==> config.mk <==
export PLATFORM = sky130hd
export DESIGN_NAME = spi_master_top
export DESIGN_NICKNAME = d
export VERILOG_FILES = /design/src/common/spi_pkg.sv /design/src/design/stream_fifo.sv /design/src/spi_csr/spi_csr.sv /design/src/spi_engine/spi_engine.sv /design/src/design/spi_master_top.sv
export VERILOG_INCLUDE_DIRS = /design/src /design/src/common
export SDC_FILE = /design/constraint.sdc
export NUM_CORES = 1
export LEC_CHECK = 0
export ABC_AREA = 1
export ABC_CLOCK_PERIOD_IN_PS = 11160
export BUFFER_PORTS_ARGS = -buffer_cell sky130_fd_sc_hd__buf_2
export CAP_MARGIN = 25
export CORE_ASPECT_RATIO = 0.75
export CORE_MARGIN = 4
export CORE_UTILIZATION = 50
export CTS_BUF_LIST = sky130_fd_sc_hd__clkbuf_2
export DETAILED_ROUTE_END_ITERATION = 8
export PLACE_DENSITY = 0.66
export SYNTH_ARGS = -nofsm -noshare
export SYNTH_HDL_FRONTEND = slang
export SYNTH_HIERARCHICAL = 1
export SYNTH_SLANG_ARGS = --single-unit
export TNS_END_PERCENT = 5
==> constraint.sdc <==
create_clock -name aximm -period 11.16 [get_ports aximm]
set_input_delay 0.558 -clock aximm [delete_from_list [all_inputs] [get_ports aximm]]
set_output_delay 0.558 -clock aximm [all_outputs]
set_load 0.01 [all_outputs]
==> src/common/spi_settings.svh <==
`ifndef SPI_SETTINGS_SVH
`define SPI_SETTINGS_SVH

// Bus and data widths
`define SPI_DATA_W        32
`define SPI_ADDR_W        8

// Subsystem sizing
`define SPI_NUM_PROFILES  4
`define SPI_NUM_DEVICES   4
`define SPI_CMD_DEPTH     4
`define SPI_MISO_DEPTH    8

// ID register value spelling "SPI!" in ASCII
`define SPI_MAGIC         32'h5350_4921

// Register word addresses
`define REG_ID            8'h00
`define REG_CTRL          8'h01
`define REG_CMPLCNT       8'h02
`define REG_INTRACK       8'h03
`define REG_DEVSEL        8'h10
`define REG_PROFSEL       8'h11
`define REG_CMDID         8'h12
`define REG_MOSI          8'h18
`define REG_MISO          8'h19
`define REG_TRIGGER       8'h1F
`define REG_PROFBASE      8'h20
`define REG_PROFSTRIDE    8

// Offsets inside one profile window
`define REG_PROF_POLPHA   0
`define REG_PROF_SCLKDIV  1
`define REG_PROF_XFERLEN  2
`define REG_PROF_GUARD    3

`endif

==> src/common/spi_pkg.sv <==
`include "spi_settings.svh"

package spi_pkg;

    typedef logic [`SPI_DATA_W-1:0] word_t;

    // One timing profile as held in the register block
    typedef struct packed {
        logic       cpol;
        logic       cpha;
        logic [7:0] sclk_div;
        logic [5:0] xfer_len;
        logic [7:0] guard;
    } profile_t;

    // Self-contained command passed from the register block to the engine
    typedef struct packed {
        logic [15:0]                        id;
        logic [$clog2(`SPI_NUM_DEVICES)-1:0] device;
        logic                               cpol;
        logic                               cpha;
        logic [7:0]                         sclk_div;
        logic [5:0]                         xfer_len;
        logic [7:0]                         guard;
        word_t                              mosi;
    } cmd_t;

    typedef enum int {
        CTRL_ENABLE   = 0,
        CTRL_ERROR    = 1,
        CTRL_BUSY     = 2,
        CTRL_AUTOINC  = 3,
        CTRL_INTR     = 4,
        CTRL_INTR_EN  = 5
    } ctrl_bit_e;

endpackage

==> src/design/stream_fifo.sv <==
`timescale 1ns/1ps

module stream_fifo #(
    parameter type payload_t = logic [31:0],
    parameter int  DEPTH     = 4
) (
    input  logic     aximm,
    input  logic     rst,
    input  logic     in_valid,
    output logic     in_ready,
    input  payload_t in_data,
    output logic     out_valid,
    input  logic     out_ready,
    output payload_t out_data
);
    localparam int PTR_W = (DEPTH > 1) ? $clog2(DEPTH) : 1;
    localparam int CNT_W = $clog2(DEPTH + 1);

    payload_t         mem [DEPTH];
    logic [PTR_W-1:0] wr_ptr;
    logic [PTR_W-1:0] rd_ptr;
    logic [CNT_W-1:0] count;
    logic             push;
    logic             pop;

    // Wrap explicitly so DEPTH need not be a power of two
    function automatic logic [PTR_W-1:0] next_ptr(input logic [PTR_W-1:0] p);
        return (p == PTR_W'(DEPTH - 1)) ? '0 : p + 1'b1;
    endfunction

    assign in_ready  = count != CNT_W'(DEPTH);
    assign out_valid = count != '0;
    assign push      = in_valid && in_ready;
    assign pop       = out_valid && out_ready;
    assign out_data  = mem[rd_ptr];

    always_ff @(posedge aximm) begin
        if (push) begin
            mem[wr_ptr] <= in_data;
        end
    end

    always_ff @(posedge aximm) begin
        if (rst) begin
            wr_ptr <= '0;
            rd_ptr <= '0;
            count  <= '0;
        end else begin
            if (push) begin
                wr_ptr <= next_ptr(wr_ptr);
            end
            if (pop) begin
                rd_ptr <= next_ptr(rd_ptr);
            end
            case ({push, pop})
                2'b10:   count <= count + 1'b1;
                2'b01:   count <= count - 1'b1;
                default: count <= count;
            endcase
        end
    end

endmodule

==> src/spi_csr/spi_csr.sv <==
`timescale 1ns/1ps
`include "spi_settings.svh"

module spi_csr import spi_pkg::*; (
    input  logic                   aximm,
    input  logic                   rst,
    input  logic                   reg_req,
    input  logic                   reg_we,
    input  logic [`SPI_ADDR_W-1:0] reg_addr,
    input  logic [`SPI_DATA_W-1:0] reg_wdata,
    output logic                   reg_ack,
    output logic [`SPI_DATA_W-1:0] reg_rdata,
    output logic                   cmd_valid,
    input  logic                   cmd_ready,
    output cmd_t                   cmd_data,
    input  logic                   miso_valid,
    output logic                   miso_ready,
    input  word_t                  miso_data,
    output logic                   enable,
    input  logic                   busy,
    input  logic                   done,
    output logic                   intr
);
    localparam int DEV_W  = $clog2(`SPI_NUM_DEVICES);
    localparam int PSEL_W = $clog2(`SPI_NUM_PROFILES);
    localparam int FLD_W  = $clog2(`REG_PROFSTRIDE);

    // Mode 0, slowest clock, one byte, longest guard
    localparam profile_t PROF_RESET = '{
        cpol: 1'b0, cpha: 1'b0, sclk_div: 8'hff, xfer_len: 6'd8, guard: 8'hff
    };

    profile_t               profiles [`SPI_NUM_PROFILES];
    logic [DEV_W-1:0]       dev_sel;
    logic [PSEL_W-1:0]      prof_sel;
    logic [15:0]            cmd_id;
    word_t                  mosi_word;
    word_t                  cmpl_cnt;
    logic                   autoinc;
    logic                   error;
    logic                   failed_issue;
    logic                   intr_en;
    logic                   intr_pend;

    logic                   access;
    logic                   wr;
    logic                   trigger;
    logic [`SPI_ADDR_W-1:0] prof_off;
    logic [PSEL_W-1:0]      prof_idx;
    logic [FLD_W-1:0]       prof_fld;
    logic                   prof_hit;
    profile_t               sel_prof;
    profile_t               rd_prof;
    word_t                  ctrl_rd;
    word_t                  rd_next;

    // An access is performed once, in the cycle before ack rises
    assign access   = reg_req && !reg_ack;
    assign wr       = access && reg_we;
    assign trigger  = wr && (reg_addr == `REG_TRIGGER);

    assign prof_off = reg_addr - `REG_PROFBASE;
    assign prof_idx = PSEL_W'(prof_off / `REG_PROFSTRIDE);
    assign prof_fld = FLD_W'(prof_off % `REG_PROFSTRIDE);
    assign prof_hit = (reg_addr >= `REG_PROFBASE) &&
                      (prof_off < `SPI_NUM_PROFILES * `REG_PROFSTRIDE);

    assign cmd_valid  = trigger;
    assign miso_ready = access && !reg_we && (reg_addr == `REG_MISO);
    assign intr       = intr_pend && intr_en;

    // Command built from the selected profile at trigger time
    always_comb begin
        sel_prof          = profiles[prof_sel];
        cmd_data.id       = cmd_id;
        cmd_data.device   = dev_sel;
        cmd_data.cpol     = sel_prof.cpol;
        cmd_data.cpha     = sel_prof.cpha;
        cmd_data.sclk_div = sel_prof.sclk_div;
        cmd_data.xfer_len = sel_prof.xfer_len;
        cmd_data.guard    = sel_prof.guard;
        cmd_data.mosi     = mosi_word;
    end

    always_ff @(posedge aximm) begin
        if (rst) begin
            reg_ack <= 1'b0;
        end else begin
            reg_ack <= reg_req;
        end
    end

    always_ff @(posedge aximm) begin
        if (access) begin
            reg_rdata <= rd_next;
        end
    end

    always_ff @(posedge aximm) begin
        if (rst) begin
            enable       <= 1'b0;
            autoinc      <= 1'b0;
            intr_en      <= 1'b0;
            error        <= 1'b0;
            failed_issue <= 1'b0;
            dev_sel      <= '0;
            prof_sel     <= '0;
            cmd_id       <= '0;
            mosi_word    <= '0;
        end else if (wr) begin
            case (reg_addr)
                `REG_CTRL: begin
                    enable  <= reg_wdata[CTRL_ENABLE];
                    autoinc <= reg_wdata[CTRL_AUTOINC];
                    intr_en <= reg_wdata[CTRL_INTR_EN];
                    if (reg_wdata[CTRL_ERROR]) begin
                        error        <= 1'b0;
                        failed_issue <= 1'b0;
                    end
                end
                `REG_DEVSEL:  dev_sel   <= reg_wdata[DEV_W-1:0];
                `REG_PROFSEL: prof_sel  <= reg_wdata[PSEL_W-1:0];
                `REG_CMDID:   cmd_id    <= reg_wdata[15:0];
                `REG_MOSI:    mosi_word <= reg_wdata;
                `REG_TRIGGER: begin
                    // Queue full means the command is lost
                    if (!cmd_ready) begin
                        error        <= 1'b1;
                        failed_issue <= 1'b1;
                    end else if (autoinc) begin
                        cmd_id <= cmd_id + 1'b1;
                    end
                end
                default: ;
            endcase
        end
    end

    always_ff @(posedge aximm) begin
        if (rst) begin
            for (int i = 0; i < `SPI_NUM_PROFILES; i++) begin
                profiles[i] <= PROF_RESET;
            end
        end else if (wr && prof_hit) begin
            case (prof_fld)
                `REG_PROF_POLPHA: begin
                    profiles[prof_idx].cpol <= reg_wdata[1];
                    profiles[prof_idx].cpha <= reg_wdata[0];
                end
                `REG_PROF_SCLKDIV: profiles[prof_idx].sclk_div <= reg_wdata[7:0];
                `REG_PROF_XFERLEN: profiles[prof_idx].xfer_len <= reg_wdata[5:0];
                `REG_PROF_GUARD:   profiles[prof_idx].guard    <= reg_wdata[7:0];
                default: ;
            endcase
        end
    end

    // Ack write wins over a completion in the same cycle
    always_ff @(posedge aximm) begin
        if (rst) begin
            cmpl_cnt  <= '0;
            intr_pend <= 1'b0;
        end else begin
            cmpl_cnt <= ((wr && reg_addr == `REG_CMPLCNT) ? '0 : cmpl_cnt) + word_t'(done);
            if (wr && reg_addr == `REG_INTRACK) begin
                intr_pend <= 1'b0;
            end else if (done) begin
                intr_pend <= 1'b1;
            end
        end
    end

    always_comb begin
        ctrl_rd               = '0;
        ctrl_rd[CTRL_ENABLE]  = enable;
        ctrl_rd[CTRL_ERROR]   = error;
        ctrl_rd[CTRL_BUSY]    = busy;
        ctrl_rd[CTRL_AUTOINC] = autoinc;
        ctrl_rd[CTRL_INTR]    = intr_pend;
        ctrl_rd[CTRL_INTR_EN] = intr_en;
        rd_prof               = profiles[prof_idx];
        rd_next               = '0;
        if (prof_hit) begin
            case (prof_fld)
                `REG_PROF_POLPHA:  rd_next = word_t'({rd_prof.cpol, rd_prof.cpha});
                `REG_PROF_SCLKDIV: rd_next = word_t'(rd_prof.sclk_div);
                `REG_PROF_XFERLEN: rd_next = word_t'(rd_prof.xfer_len);
                `REG_PROF_GUARD:   rd_next = word_t'(rd_prof.guard);
                default:           rd_next = '0;
            endcase
        end else begin
            case (reg_addr)
                `REG_ID:      rd_next = `SPI_MAGIC;
                `REG_CTRL:    rd_next = ctrl_rd;
                `REG_CMPLCNT: rd_next = cmpl_cnt;
                `REG_DEVSEL:  rd_next = word_t'(dev_sel);
                `REG_PROFSEL: rd_next = word_t'(prof_sel);
                `REG_CMDID:   rd_next = word_t'(cmd_id);
                `REG_MOSI:    rd_next = mosi_word;
                `REG_MISO:    rd_next = miso_valid ? miso_data : '1;
                `REG_TRIGGER: rd_next = word_t'({failed_issue, cmd_ready});
                default:      rd_next = '0;
            endcase
        end
    end

endmodule

==> src/spi_engine/spi_engine.sv <==
`timescale 1ns/1ps
`include "spi_settings.svh"

module spi_engine import spi_pkg::*; (
    input  logic                        aximm,
    input  logic                        rst,
    input  logic                        enable,
    input  logic                        cmd_valid,
    output logic                        cmd_ready,
    input  cmd_t                        cmd_data,
    output logic                        miso_valid,
    input  logic                        miso_ready,
    output word_t                       miso_data,
    output logic                        busy,
    output logic                        done,
    output logic [`SPI_NUM_DEVICES-1:0] csn,
    output logic                        sclk,
    output logic                        mosi,
    input  logic                        miso
);
    localparam int DW = `SPI_DATA_W;

    typedef enum logic [2:0] {
        ST_IDLE,
        ST_LEAD,
        ST_SHIFT,
        ST_TRAIL,
        ST_DELIVER
    } state_e;

    state_e     state;
    cmd_t       cmd_q;
    logic [7:0] tick;
    logic [5:0] bits_left;
    logic       half;
    logic       cpol_q;
    word_t      tx_sh;
    word_t      rx_sh;
    logic       pop;
    logic       tick_end;
    logic       sample;
    logic       advance;

    assign cmd_ready  = enable && (state == ST_IDLE);
    assign pop        = cmd_valid && cmd_ready;
    assign busy       = state != ST_IDLE;
    assign miso_valid = state == ST_DELIVER;
    assign miso_data  = rx_sh;
    assign done       = miso_valid && miso_ready;
    assign tick_end   = tick == 8'd0;

    // Each bit is two halves; sample at the end of the first, shift at the end of the second
    assign sample  = (state == ST_SHIFT) && tick_end && !half;
    assign advance = (state == ST_SHIFT) && tick_end && half;

    // cpha flips the waveform so the sample point lands on the right edge
    assign sclk = (state == ST_SHIFT) ? (cpol_q ^ cmd_q.cpha ^ half) : cpol_q;
    assign mosi = (state == ST_SHIFT) ? tx_sh[DW-1] : 1'b0;

    always_comb begin
        csn = '1;
        if (state == ST_LEAD || state == ST_SHIFT || state == ST_TRAIL) begin
            csn[cmd_q.device] = 1'b0;
        end
    end

    always_ff @(posedge aximm) begin
        if (pop) begin
            cmd_q <= cmd_data;
            // Left-align the low xfer_len bits so they go out MSB first
            tx_sh <= cmd_data.mosi << (DW - int'(cmd_data.xfer_len));
            rx_sh <= '0;
        end else begin
            if (sample) begin
                rx_sh <= {rx_sh[DW-2:0], miso};
            end
            if (advance) begin
                tx_sh <= {tx_sh[DW-2:0], 1'b0};
            end
        end
    end

    always_ff @(posedge aximm) begin
        if (rst) begin
            state     <= ST_IDLE;
            tick      <= '0;
            bits_left <= '0;
            half      <= 1'b0;
            cpol_q    <= 1'b0;
        end else begin
            case (state)
                ST_IDLE: begin
                    if (pop) begin
                        state  <= ST_LEAD;
                        tick   <= cmd_data.guard;
                        cpol_q <= cmd_data.cpol;
                    end
                end
                ST_LEAD: begin
                    if (!tick_end) begin
                        tick <= tick - 1'b1;
                    end else if (cmd_q.xfer_len == '0) begin
                        state <= ST_TRAIL;
                        tick  <= cmd_q.guard;
                    end else begin
                        state     <= ST_SHIFT;
                        tick      <= cmd_q.sclk_div;
                        bits_left <= cmd_q.xfer_len;
                        half      <= 1'b0;
                    end
                end
                ST_SHIFT: begin
                    if (!tick_end) begin
                        tick <= tick - 1'b1;
                    end else begin
                        half <= !half;
                        tick <= cmd_q.sclk_div;
                        if (half) begin
                            bits_left <= bits_left - 1'b1;
                            if (bits_left == 6'd1) begin
                                state <= ST_TRAIL;
                                tick  <= cmd_q.guard;
                            end
                        end
                    end
                end
                ST_TRAIL: begin
                    if (tick_end) begin
                        state <= ST_DELIVER;
                    end else begin
                        tick <= tick - 1'b1;
                    end
                end
                // Hold here with csn released until the MISO queue has room
                ST_DELIVER: begin
                    if (miso_ready) begin
                        state <= ST_IDLE;
                    end
                end
                default: state <= ST_IDLE;
            endcase
        end
    end

endmodule

==> src/design/spi_master_top.sv <==
`timescale 1ns/1ps
`include "spi_settings.svh"

module spi_master_top import spi_pkg::*; (
    input  logic                        aximm,
    input  logic                        rst,
    input  logic                        reg_req,
    input  logic                        reg_we,
    input  logic [`SPI_ADDR_W-1:0]      reg_addr,
    input  logic [`SPI_DATA_W-1:0]      reg_wdata,
    output logic                        reg_ack,
    output logic [`SPI_DATA_W-1:0]      reg_rdata,
    output logic                        intr,
    output logic [`SPI_NUM_DEVICES-1:0] csn,
    output logic                        sclk,
    output logic                        mosi,
    input  logic                        miso
);
    // Register block to command queue
    logic  cmd_in_valid;
    logic  cmd_in_ready;
    cmd_t  cmd_in_data;
    // Command queue to engine
    logic  cmd_out_valid;
    logic  cmd_out_ready;
    cmd_t  cmd_out_data;
    // Engine to received-word queue
    logic  rx_in_valid;
    logic  rx_in_ready;
    word_t rx_in_data;
    // Received-word queue to register block
    logic  rx_out_valid;
    logic  rx_out_ready;
    word_t rx_out_data;
    logic  enable;
    logic  busy;
    logic  done;

    spi_csr spi_csr_inst (
        .aximm(aximm), .rst(rst),
        .reg_req(reg_req), .reg_we(reg_we), .reg_addr(reg_addr), .reg_wdata(reg_wdata),
        .reg_ack(reg_ack), .reg_rdata(reg_rdata),
        .cmd_valid(cmd_in_valid), .cmd_ready(cmd_in_ready), .cmd_data(cmd_in_data),
        .miso_valid(rx_out_valid), .miso_ready(rx_out_ready), .miso_data(rx_out_data),
        .enable(enable), .busy(busy), .done(done), .intr(intr)
    );

    stream_fifo #(.payload_t(cmd_t), .DEPTH(`SPI_CMD_DEPTH)) cmd_fifo_inst (
        .aximm(aximm), .rst(rst),
        .in_valid(cmd_in_valid), .in_ready(cmd_in_ready), .in_data(cmd_in_data),
        .out_valid(cmd_out_valid), .out_ready(cmd_out_ready), .out_data(cmd_out_data)
    );

    stream_fifo #(.payload_t(word_t), .DEPTH(`SPI_MISO_DEPTH)) miso_fifo_inst (
        .aximm(aximm), .rst(rst),
        .in_valid(rx_in_valid), .in_ready(rx_in_ready), .in_data(rx_in_data),
        .out_valid(rx_out_valid), .out_ready(rx_out_ready), .out_data(rx_out_data)
    );

    spi_engine spi_engine_inst (
        .aximm(aximm), .rst(rst), .enable(enable),
        .cmd_valid(cmd_out_valid), .cmd_ready(cmd_out_ready), .cmd_data(cmd_out_data),
        .miso_valid(rx_in_valid), .miso_ready(rx_in_ready), .miso_data(rx_in_data),
        .busy(busy), .done(done),
        .csn(csn), .sclk(sclk), .mosi(mosi), .miso(miso)
    );

endmodule

==> results of run 1 <==
## final cells by class
cell class | instances | area, µm²
Clock buffer | 299 | 1496
Inverter | 229 | 862.1
Tap cell | 979 | 1225
Timing Repair Buffer | 246 | 1964
Sequential cell | 838 | 23530
Multi-Input combinational cell | 2526 | 12480
Clock inverter | 55 | 362.8
Antenna cell | 4 | 10.01
Fill cell | 6584 | 33180
## routing by layer
metal  GRT usage  vias up  part of all wire
li1            -    13970                 -
met1      0.4098    14060              0.45
met2      0.3587     1670              0.41
met3     0.06717      153              0.12
met4     0.07383        0             0.018
met5           0        -                 0
## cell usage in the layout, fill, tap and decap left out, types with 4 or more instances in the layout
cell type / n
a211oi_1: 5
a21oi_1: 124
a31oi_1: 5
buf_2: 84
buf_4: 41
clkbuf_2: 299
clkinv_1: 43
clkinv_2: 4
dfxtp_1: 161
diode_2: 4
dlygate4sd3_1: 118
edfxtp_1: 673
ha_1: 21
inv_1: 204
inv_2: 19
mux2i_1: 32
nand2_1: 584
nand2_2: 8
nand3_1: 336
nand3_2: 12
nand4_1: 17
nand4_4: 4
nor2_1: 558
nor2_2: 12
nor2_4: 31
nor3_1: 29
nor3_2: 7
o2111ai_1: 12
o211ai_1: 16
o21ai_0: 412
o21ai_1: 99
o221ai_1: 8
o22ai_1: 144
or2_1: 4
xnor2_1: 5
xor2_1: 9
## state kept, by name, summed over array words and instances, names as in the netlist, 3 cells and up, named ones only
name	flops
spi_csr_inst/reg_rdata	32
spi_csr_inst/profiles	96
spi_csr_inst/cmd_id	16
miso_fifo_inst/count	4
spi_csr_inst/mosi_word	32
cmd_fifo_inst/count	3
spi_engine_inst/miso_data	32
spi_engine_inst/tick	8
spi_engine_inst/cmd_q	25
cmd_fifo_inst/mem	232
miso_fifo_inst/mem	256
spi_engine_inst/bits_left	6
miso_fifo_inst/wr_ptr	3
miso_fifo_inst/rd_ptr	3
spi_csr_inst/cmpl_cnt	32
spi_engine_inst/tx_sh	32
spi_engine_inst/state	3
## power groups by stage
stage                     registers [mW]  logic (mW)  clock network (mW)
after global routing                3.87       0.847                2.28
after global placement              3.90       0.714                   0
final                               3.84       0.758                2.04
after CTS                           3.84       0.750                2.10
after floorplan                     3.84       0.501                   0
after detailed placement            3.91       0.720                   0
## how the worst min path moves through the flow
stage                                           endpoint  slack, ns  cells past startpoint
2_1_floorplan     spi_csr_inst/failed_issue$_SDFFE_PP0P_       0.44                      2
3_3_place_gp      spi_csr_inst/failed_issue$_SDFFE_PP0P_       0.45                      2
3_5_place_dp      spi_csr_inst/failed_issue$_SDFFE_PP0P_       0.45                      2
4_1_cts              spi_csr_inst/intr_pend$_SDFFE_PP0P_      0.005                      5
5_1_grt        spi_csr_inst/profiles[0][6]$_SDFFCE_PN1P_       0.05                      4
6_report             spi_csr_inst/intr_pend$_SDFFE_PP0P_       0.14                      5
## critical path: cells and delay by family, from the launching register on
kind | cells | cell delay, ns
and+or+nand+nor | 10 | 1.55
DFF | 1 | 0.58
AOI/OAI and AO/OA | 2 | 0.79
buffers and inverters | 3 | 1.48
==> metrics.md, run 1 <==
| Metric | Value |
|---|---|
| Setup ws final | `6.323 ns` |
| Fin crit period | `4.837 ns` |
| Synth Cell Area | `37900 µm²` |
| CTS tree | `done` |
| Row count | `87` |
| Cell count after placement | `4697` |
| Syn Nets | `3880` |
| Reg2Reg Setup Slack | `6.32 ns` |
| Max Cap Viol | `0` |
| Cell Pwr Density | `158.5 nW/µm²` |
| Initial Util | `0.5046` |
| Least-Margin Pin Slew | `1.088 ns` |
| Total congestion overflow | `0` |
| Reg clk slew, reported paths | `0.13 ns` |
| CP Capture Type | `flop` |
| Fin. max-slew vios | `0` |
| Final Hold Viols | `0` |
| GRT Overall Usage | `0.2624` |
| Vias | `29850` |
| Post-synthesis instance total | `3813` |
| Placer congestion estimate | `0.9753` |
| Internal power | `4.676 mW` |
| Logic pwr share | `0.114` |
| Switching Share | `0.2962` |
| Max VDD drop | `0.1293 mV` |
| Final clock skew | `0.1576 ns` |
| CP max stage delay | `0.68 ns` |
| Pre-CTS setup slack | `6.146 ns` |
| Port Buf Inserts | `84` |
| Slew Limit Headroom | `0.2688` |
| Hold buffer count at cts | `118` |
| Reg2reg end | `spi_engine_inst/tx_sh[29]$_DFFE_PP_` |
| CTS H-Tree Depth | `4` |
| CTS root buf | `clkbuf_2` |
| Req. time, crit path | `12.25 ns` |
| Psw | `1.968 mW` |
| P&R area growth vs syn | `10.61%` |
| Routed WL per cell | `20.82 µm` |
| Clock sinks | `838` |
| Post-CTS sizing | `0` |
| Global-route wire length before repair | `161800 µm` |
| Crit path cell chain | `inv_4 -> buf_4 -> o21ai_1 -> o22ai_1 -> nor2_2 -> nand3_2 -> nand2_2 -> inv_1 -> nor2_1 -> nand2_1 -> nand3_1 -> nand3_1 -> nand3_1 -> nand3_1 -> nand3_1` |
| Largest net degree at the start of global routing | `86` |
| Ys Warns | `6` |
| Share of post-route cells with drive strength above 1 | `0.1324` |
| Die W | `325.9 µm` |
| Final instance area | `41930 µm²` |
| Number of antenna-violating nets in the routed design | `0` |
| Sequential share of power | `0.579` |
| Final setup TNS | `0 ns` |
| CP Class | `flop to flop` |
| Most common cell on crit path | `nand3_1` |
| Util after Layout | `0.5582` |
| 1st-pass router iterations | `6` |
| DIE AREA | `80320 µm²` |
| Vias in the first global route | `26920` |
| Slowest cell on crit path | `o22ai_1` |
| IO Pins | `85` |
| FMAX | `206.7 MHz` |
| Clock share of power | `0.307` |
| Status | `completed` |
| Die H | `246.4 µm` |
| Post-Route WL | `107700 µm` |
| Fin cells | `5176` |
| Num CTS Buffers | `195` |
| Final worst-path cycle share | `0.4335` |
| Worst Hold Slack | `0.1421 ns` |
| Synthesized area per cell | `9.941 µm²` |
| Setup crit end | `spi_engine_inst/tx_sh[29]$_DFFE_PP_` |
| Final Total Pwr | `6.644 mW` |
| Startpoint types | `flop` |
| Vias/cell | `5.767` |
| Worst Path Arrival | `5.92 ns` |
| Core ar. | `75110 µm²` |
| Antenna violations before repair | `3` |
| Setup bufs post-CTS | `0` |
| Worst-path maximum fanout | `78` |
| DP Area | `38820 µm²` |
| Worst hold start | `reg_addr[0]` |
| Worst hold path class | `primary input to flop` |
| Max Root-Sink Buffers | `3` |
| DRT iter0 DRCs | `4031` |
| Drc violations | `0` |
| FF-to-FF path depth | `15` |
| Skew-Pair Late Insertion Delay | `1.46 ns` |
| RSZ-0062 raised after global routing | `false` |
| Layout Nets | `4103` |
| DP HPWL | `66910 µm` |
| Final setup fails | `0` |
| LEAKAGE | `15.16 nW` |
No activity file was read; power rests on OpenSTA's default activity.
==> run 2, diff against run 1 <==
--- a/config.mk
+++ b/config.mk
@@ -7,7 +7,7 @@
 export NUM_CORES = 1
 export LEC_CHECK = 0
 export ABC_AREA = 1
-export ABC_CLOCK_PERIOD_IN_PS = 11160
+export ABC_CLOCK_PERIOD_IN_PS = 5050
 export BUFFER_PORTS_ARGS = -buffer_cell sky130_fd_sc_hd__buf_2
 export CAP_MARGIN = 25
 export CORE_ASPECT_RATIO = 0.75
==> constraint.sdc (replaced) <==
create_clock -name aximm -period 5.05 [get_ports aximm]
set_input_delay 0.2525 -clock aximm [delete_from_list [all_inputs] [get_ports aximm]]
set_output_delay 0.2525 -clock aximm [all_outputs]
set_load 0.01 [all_outputs]
==> run 2 against run 1 <==
Compared with the run above:
- largest cell class unchanged
- critical path type is now primary input to flop
- utilization is 0.53 points higher
- non-clock buffer count is 45 higher
- clock skew is 0.011 ns lower
- flip-flop and latch count stayed put
==> metrics.md, run 2 (synthesized netlist as in run 1, its figures left out) <==
| Metric | Value |
|---|---|
| Status | `completed` |
| DR WL met2 | `42540 µm (-3.6%)` |
| Detail Route met3 WL | `14180 µm (+11%)` |
| Least-Margin Pin Slew | `0.9972 ns (-0.09112 ns)` |
| CTS root buf | `clkbuf_2` |
| Num CTS Buffers | `194 (-0.51%)` |
| Clock sinks | `838 (unchanged)` |
| Vias/cell | `5.751 (-0.27%)` |
| Top Registers | `miso_fifo_inst/mem (256), cmd_fifo_inst/mem (232), spi_csr_inst/profiles (96)` |
| Cell Pwr Density | `344.6 nW/µm² (+120%)` |
| Global-route wire length before repair | `160400 µm (-0.90%)` |
| GRT Overall Usage | `0.2601 (-0.002304)` |
| Final setup fails | `0 (unchanged)` |
| Fin cells | `5227 (+0.99%)` |
| Total congestion overflow | `0 (unchanged)` |
| Setup bufs post-CTS | `0 (unchanged)` |
| Worst path depth | `18 (+3)` |
| Max Root-Sink Buffers | `3 (unchanged)` |
| 1st-pass router iterations | `6 (unchanged)` |
| Worst-path maximum fanout | `10 (-87%)` |
| DIE AREA | `80320 µm² (unchanged)` |
| Layout Nets | `4147 (+1.1%)` |
| RSZ-0062 raised after global routing | `false` |
| CTS tree | `done` |
| Top routing layer used | `met5` |
| Vias | `30060 (+0.71%)` |
| Max VDD drop | `0.2395 mV (+85%)` |
| CP Class | `primary input to flop` |
| CTS H-Tree Depth | `4 (unchanged)` |
| Crit path cell chain | `dlygate4sd3_1 -> buf_2 -> dlygate4sd3_1 -> inv_1 -> ha_1 -> inv_1 -> nand2_1 -> nand4_2 -> nor2_2 -> dlygate4sd3_1 -> nand2_1 -> dlygate4sd3_1 -> nand4_4 -> nand4_4 -> dlygate4sd3_1 -> nor2_4 -> nand2_1 -> dlygate4sd3_1` |
| Placer congestion estimate | `0.9433 (-3.3%)` |
| Final instance area | `42320 µm² (+0.95%)` |
| Final worst-path cycle share | `0.9279` |
| Max Cap Viol | `0 (unchanged)` |
| Commonest non-fill, non-tap cells in the layout | `edfxtp_1 (673), nand2_1 (584), nor2_1 (558), o21ai_0 (412), nand3_1 (336)` |
| Number of antenna-violating nets in the routed design | `0 (unchanged)` |
| LEAKAGE | `15.33 nW (+1.1%)` |
| Drc violations | `0 (unchanged)` |
| Post-Route WL | `107000 µm (-0.72%)` |
| Vias in the first global route | `27190 (+1.0%)` |
| Die W | `325.9 µm (unchanged)` |
| Worst hold path class | `primary input to flop` |
| DP Area | `39040 µm² (+0.58%)` |
| DRT iter0 DRCs | `3977 (-1.3%)` |
| Worst Path Arrival | `5.86 ns (-0.06 ns)` |
| Final Hold Viols | `0 (unchanged)` |
| Post-CTS sizing | `0 (unchanged)` |
| Req. time, crit path | `6.22 ns (-6.03 ns)` |
| Commonest non-fill, non-tap cell in the layout | `edfxtp_1` |
| Largest net degree at the start of global routing | `92 (+7.0%)` |
| Largest register FFs | `256 (unchanged)` |
| Die H | `246.4 µm (unchanged)` |
| Share of post-route cells with drive strength above 1 | `0.1321 (-0.0002880)` |
| Initial Util | `0.5046 (unchanged)` |
| Hold Path Cell Cnt | `4 (-1)` |
| Cell count after placement | `4718 (+0.45%)` |
| P&R area growth vs syn | `11.66%` |
| CP Capture Type | `flop` |
| IO Pins | `85 (unchanged)` |
| DP HPWL | `69150 µm (+3.3%)` |
| Final clock skew | `0.1467 ns (-0.01093 ns)` |
| FF-to-FF path depth | `13 (-2)` |
| Slew Limit Headroom | `0.3328 (+0.06398)` |
| Top reg by flops | `miso_fifo_inst/mem` |
| Skew-Pair Late Insertion Delay | `1.41 ns (-0.05 ns)` |
| Fin crit period | `4.686 ns` |
| CP top delay family | `buffers and inverters` |
| Antenna violations before repair | `8 (+5)` |
| WL met1 | `47920 µm (-2.0%)` |
| Slowest cell on crit path | `dlygate4sd3_1` |
| Reg clk slew, reported paths | `0.13 ns (about the same)` |
| Row count | `87 (unchanged)` |
| Port Buf Inserts | `84 (unchanged)` |
| Fin. max-slew vios | `0 (unchanged)` |
| Core ar. | `75110 µm² (unchanged)` |
| CP max stage delay | `0.86 ns (+0.18 ns)` |
| Most common cell on crit path | `dlygate4sd3_1` |
| Final setup TNS | `0 ns (unchanged)` |
| Startpoint types | `primary input` |
| Routed WL per cell | `20.46 µm (-1.7%)` |
| Buffers & Inverters on Critical Path | `9 (+6)` |
| FMAX | `213.4 MHz` |
-- run 2: cell type report --
cell class | count | area, µm²
clock inverters | 69 | 374.1
inverters | 229 | 862.1
well taps | 979 | 1225
multi-input cells | 2526 | 12470
fillers | 6521 | 32790
flip-flops and latches | 838 | 23530
repair buffers | 291 | 2412
clock buffers | 287 | 1436
diodes | 8 | 20.02
-- run 2: final timing paths --
| check | slack, ns | endpoint | start |
|---|---|---|---|
| hold / removal | 0.21 | spi_csr_inst/failed_issue$_SDFFE_PP0P_ | rst |
| setup / recovery | 0.36 | spi_csr_inst/profiles[2][5]$_SDFFCE_PN1P_ | reg_addr[5] |
| setup reg to reg | 0.66 | spi_csr_inst/profiles[2][5]$_SDFFCE_PN1P_ | spi_csr_inst/reg_ack$_SDFF_PP0_ |
| hold reg to reg | 0.47 | spi_csr_inst/failed_issue$_SDFFE_PP0P_ | spi_csr_inst/failed_issue$_SDFFE_PP0P_ |
-- run 2: power breakdown --
part           internal (mW)  switching [mW]  total [mW]  leakage, nW
Clock                   1.69            2.70        4.39         1.37
Combinational          0.524            1.17        1.69         6.43
Sequential              8.06           0.445        8.51         7.53
-- run 2: repair_timing --
item,4_1_cts,5_1_grt
endpoints found under the hold margin,372,0
hold buffers,144,0
endpoints found under the setup margin,0,0
-- run 2: layer usage --
metal  GRT usage  up-vias
li1            -    14070
met1      0.3987    14180
met2      0.3423     1626
met3     0.09034      183
met4     0.08075        4
met5           0        -
-- run 2: worst reg2reg max path, cell delays in order (launching register included) --
cell           delay, ns
dfxtp_1             0.33
inv_1               0.06
nand2_2             0.11
nor2_4              0.47
inv_2               0.18
nor2_1              0.17
nand2_1             0.07
dlygate4sd3_1       0.62
nand4_4             0.18
nand4_4             0.18
dlygate4sd3_1       0.86
nor2_4              0.34
nand2_1             0.08
dlygate4sd3_1       0.55
-- run 2: per-stage QoR --
step	power, mW	util	setup slack (ns)	hold slack [ns]
floorplan	9.599	-	0.7000	0.3595
global placement	10.21	0.5182	1.001	0.4457
detailed placement	10.24	0.5198	1.001	0.4501
CTS	14.66	0.5631	0.6440	0.05016
global route	15.34	0.5634	0.2154	0.1371
finish	14.58	0.5635	0.3643	0.2104
